===== src/hdl/pipe_reg.sv =====
`timescale 1ns/10ps

module pipe_reg #(
    parameter type payload_t = logic
) (
    input  logic     CLOCK_50,
    input  logic     KEY0,
    input  logic     in_valid,
    output logic     in_ready,
    input  payload_t in_data,
    output logic     out_valid,
    input  logic     out_ready,
    output payload_t out_data
);
    logic     spare_valid;
    payload_t spare_data;
    logic     main_free;
    logic     in_fire;

    // ready only looks at the spare slot, no path from out_ready
    assign in_ready  = !spare_valid;
    assign in_fire   = in_valid && in_ready;
    assign main_free = !out_valid || out_ready;

    always_ff @(posedge CLOCK_50 or negedge KEY0) begin
        if (!KEY0) begin
            out_valid   <= 1'b0;
            spare_valid <= 1'b0;
        end else if (main_free) begin
            // spare drains first, otherwise take the new beat
            out_valid   <= spare_valid || in_fire;
            spare_valid <= 1'b0;
        end else if (in_fire) begin
            // output stalled, park the beat
            spare_valid <= 1'b1;
        end
    end

    always_ff @(posedge CLOCK_50) begin
        if (main_free) begin
            out_data <= spare_valid ? spare_data : in_data;
        end else if (in_fire) begin
            spare_data <= in_data;
        end
    end

    // stalled beat must not change under the consumer
    hold_when_stalled: assert property (
        @(posedge CLOCK_50) disable iff (!KEY0)
        out_valid && !out_ready |=> $stable(out_data)
    );

endmodule


===== config.mk =====
export PLATFORM = sky130hd
export DESIGN_NAME = pipe_reg
export DESIGN_NICKNAME = d
export VERILOG_FILES = /design/src/hdl/pipe_reg.sv
export SDC_FILE = /design/constraint.sdc
export NUM_CORES = 1
export LEC_CHECK = 0
export BUFFER_PORTS_ARGS = -buffer_cell sky130_fd_sc_hd__buf_2
export CELL_PAD_IN_SITES_DETAIL_PLACEMENT = 1
export CELL_PAD_IN_SITES_GLOBAL_PLACEMENT = 1
export CORE_AREA = 3 3 40 42
export DETAILED_ROUTE_END_ITERATION = 10
export DIE_AREA = 0 0 43 45
export PLACE_DENSITY = 0.34
export SETUP_SLACK_MARGIN = 0.15
export SYNTH_ARGS = -nofsm -noshare
export SYNTH_HDL_FRONTEND = slang
export SYNTH_SLANG_ARGS = --single-unit

===== constraint.sdc =====
create_clock -name CLOCK_50 -period 1.36 [get_ports CLOCK_50]
set_input_delay 0.136 -clock CLOCK_50 [delete_from_list [all_inputs] [get_ports CLOCK_50]]
set_output_delay 0.136 -clock CLOCK_50 [all_outputs]
set_load 0.01 [all_outputs]

==> results.yml <==
status:
  status: "complete, no violations"
worst_setup_path:
  criticalPathCategory: "reg2out"
  end_kind: "output pin"
  crit_end: "in_ready"
  setup.worst_path.start: "spare_valid"
  r2r_cells: 1
  r2r_end: "out_data"
  arrival_ps: 850
  rr_startpoint: "spare_valid"
  slowest_stage: "dfrtp_1"
  rrSetupSlack_ps: 390
  cp_max_fo: 4
  critical_path_required_ps: 1220
  crit_chain: "inv_1 > buf_2"
  cp-start-kind: "flip-flop"
  max_stage_delay_ps: 420
timing:
  tns_ps: 0
  hold_viol: 0
  fin_crit_ps: 985
  fin_skew_ps: 9.93
  fin_crit_sh: 0.724
  tightest_slew_ps: 178
  rsz0062_at_grt: "false"
  finalSetupViolCount: 0
  slew_headroom: 0.881
  drv_slew: 0
  holdWs_ps: 85.8
  timing.fmax_ghz: 1.02
power_and_ir_drop:
  pwr-share-comb: 0.107
  ir_drop_mv: 0.252
  p_int_uw: 269
  clkPwrFrac: 0.475
  seq_power_share: 0.418
  p_leak_uw: 0.000115
  p_sw_frac: 0.221
  powerDensity_nw_per_um2: 1350
  total_power_uw: 346
  power.switching_uw: 76.2
global_routing:
  grt_overflow: 0
  gr-usage-met1: 0.0268
  grt_pass1_vias: 137
  grt_pass1_wl_um: 531
  top_usage_layer: "met4"
  grt_use_total: 0.0485
  grt_max_degree: 5
  grt_use_met2: 0.0689
  use_met3: 0.0239
  antenna_found_initial: 0
synth:
  syn_nets: 16
  syn-cell-area_um2: 166
  synthCells: 11
  async_flop_share: 0.500
  synth.distinct_cells: 8
  synth_commonest_cells: "2 x dfrtp_1, 2 x edfxtp_1, 2 x nor2_1"
  synth.avg_cell_area_um2: 15.1
  yosysWarnings: 0
  synth_fa_ha_area_frac: 0
  synth_edf_count: 2
  ys_seq_area_frac: 0.662
  yosys-top-cells-area: "edfxtp_1 36%, dfrtp_1 30%, mux2_4 9.0%"
  ys_seq_elements: 4
  synthSimpleGateAreaFrac: 0.226
  synth_top_family_by_area: "simple AND/OR/NAND/NOR gates"
  synth_compound_area_frac: 0
  synth_xor_area_frac: 0
  synth.top_cell.area_share: 0.361
  synth_area_leader_cell: "edfxtp_1"
  synthFlopType: "edfxtp_1"
  muxShareOfSynthArea: 0.0902
job:
  max-cap-violations: 0
clock_tree:
  clkSinkCount: 4
  cts_root_buf: "clkbuf_4"
  cts_tree: "yes"
  clockBufferDepth: 2
  ctsHtreeMaxLevel: 1
  cts_buffers: 3
  clkTransAtPathRegs_ps: 40
  clkLatencyLatePin_ps: 240
final_layout:
  stdcell_area_um2: 256
  layout-drive-gt1-share: 0.565
  n_antenna_cell: 0
  areaGrowthSynthToFinish_pct: 54.1
  fin_util: 0.200
  fin_nets: 29
floorplanning:
  start_util: 0.130
  die_width_um: 43
  fp.dieArea_um2: 1940
  core_um2: 1280
  io_pins: 8
  num_rows: 13
  die_y_um: 45
routing:
  routedWlPerCell_um: 8.53
  via_count: 124
  drcViolationCount: 0
  drt-pass1-iter-count: 1
  viasPerCell: 3.26
  drtAntennaViolNets: 0
  drtIter0Drc: 0
  wl_um: 324
place:
  placed_area_um2: 220
  hpwlAfterDp_um: 272
  gp_congestion: 0.668
  io_buffer_count: 7
hold_path:
  holdCritPathClass: "in2reg"
-- worst max-delay path, delay by kind of cell, from the launching register on --
family	cells	cell delay [ps]
DFF	1	420
buffers and inverters	2	200
-- final cells by class --
cell class                      count  area [µm²]
Fill cell                         153        1030
Timing Repair Buffer                8        45.0
Sequential cell                     4         110
Inverter                            1        3.75
Tap cell                           15        18.8
Multi-Input combinational cell      6        52.6
Clock buffer                        4        26.3
-- worst min path at each step --
stage	startpoint	to	slack [ps]	cells after the start
floorplan	KEY0	out_valid	-160	0
global placement	KEY0	out_valid	-70	1
detailed placement	KEY0	out_valid	-80	1
CTS	in_data	spare_data	80	1
global route	in_data	spare_data	90	1
finish	in_data	spare_data	90	1
-- cells in the final DEF (no fill, tap or decap) --
master,synthesis,routed
dfrtp_1,2,2
nor3b_2,1,1
clkbuf_1,0,1
nand2_1,1,1
inv_1,1,1
dlygate4sd3_1,0,1
clkbuf_4,0,3
nor2_1,2,2
buf_2,0,7
edfxtp_1,2,2
nand2b_4,1,1
mux2_4,1,1
-- power groups by stage --
stage	combinational [µW]	clock, µW	sequential [µW]
after floorplan	17.1	0	148
after global placement	36.9	0	146
after detailed placement	36.0	0	146
after CTS	38.4	172	145
after global routing	41.9	176	146
final	37.1	164	144
-- repair_timing --
item / CTS / global route
setup buffers: 0 / 0
hold endpoints to repair: 2 / 0
hold buffers: 1 / 0
endpoints found under the setup margin: 0 / 0
resized for setup: 0 / 0
-- logic make-up after synthesis --
kind of cell           after synthesis
and+or+nand+nor                      5
DFF                                  4
muxes                                1
buffers and inverters                1
-- routing by layer --
layer	part of all wire	wire [µm]
met1	0.27	87
met5	0	0
met4	0.059	19
met2	0.63	204
met3	0.037	12
-- through the flow --
step           cells  setup slack, ps
6_report          38              375
5_1_grt           38              323
4_1_cts           38              355
3_5_place_dp      33              380
3_3_place_gp      33              401
2_1_floorplan     11              411
-- flip-flops by register name, summed over array words and instances (netlist names) --
| name | count |
|---|---|
| spare_data | 1 |
| out_data | 1 |
| spare_valid | 1 |
| out_valid | 1 |
Power figures use the tool's default switching activity.
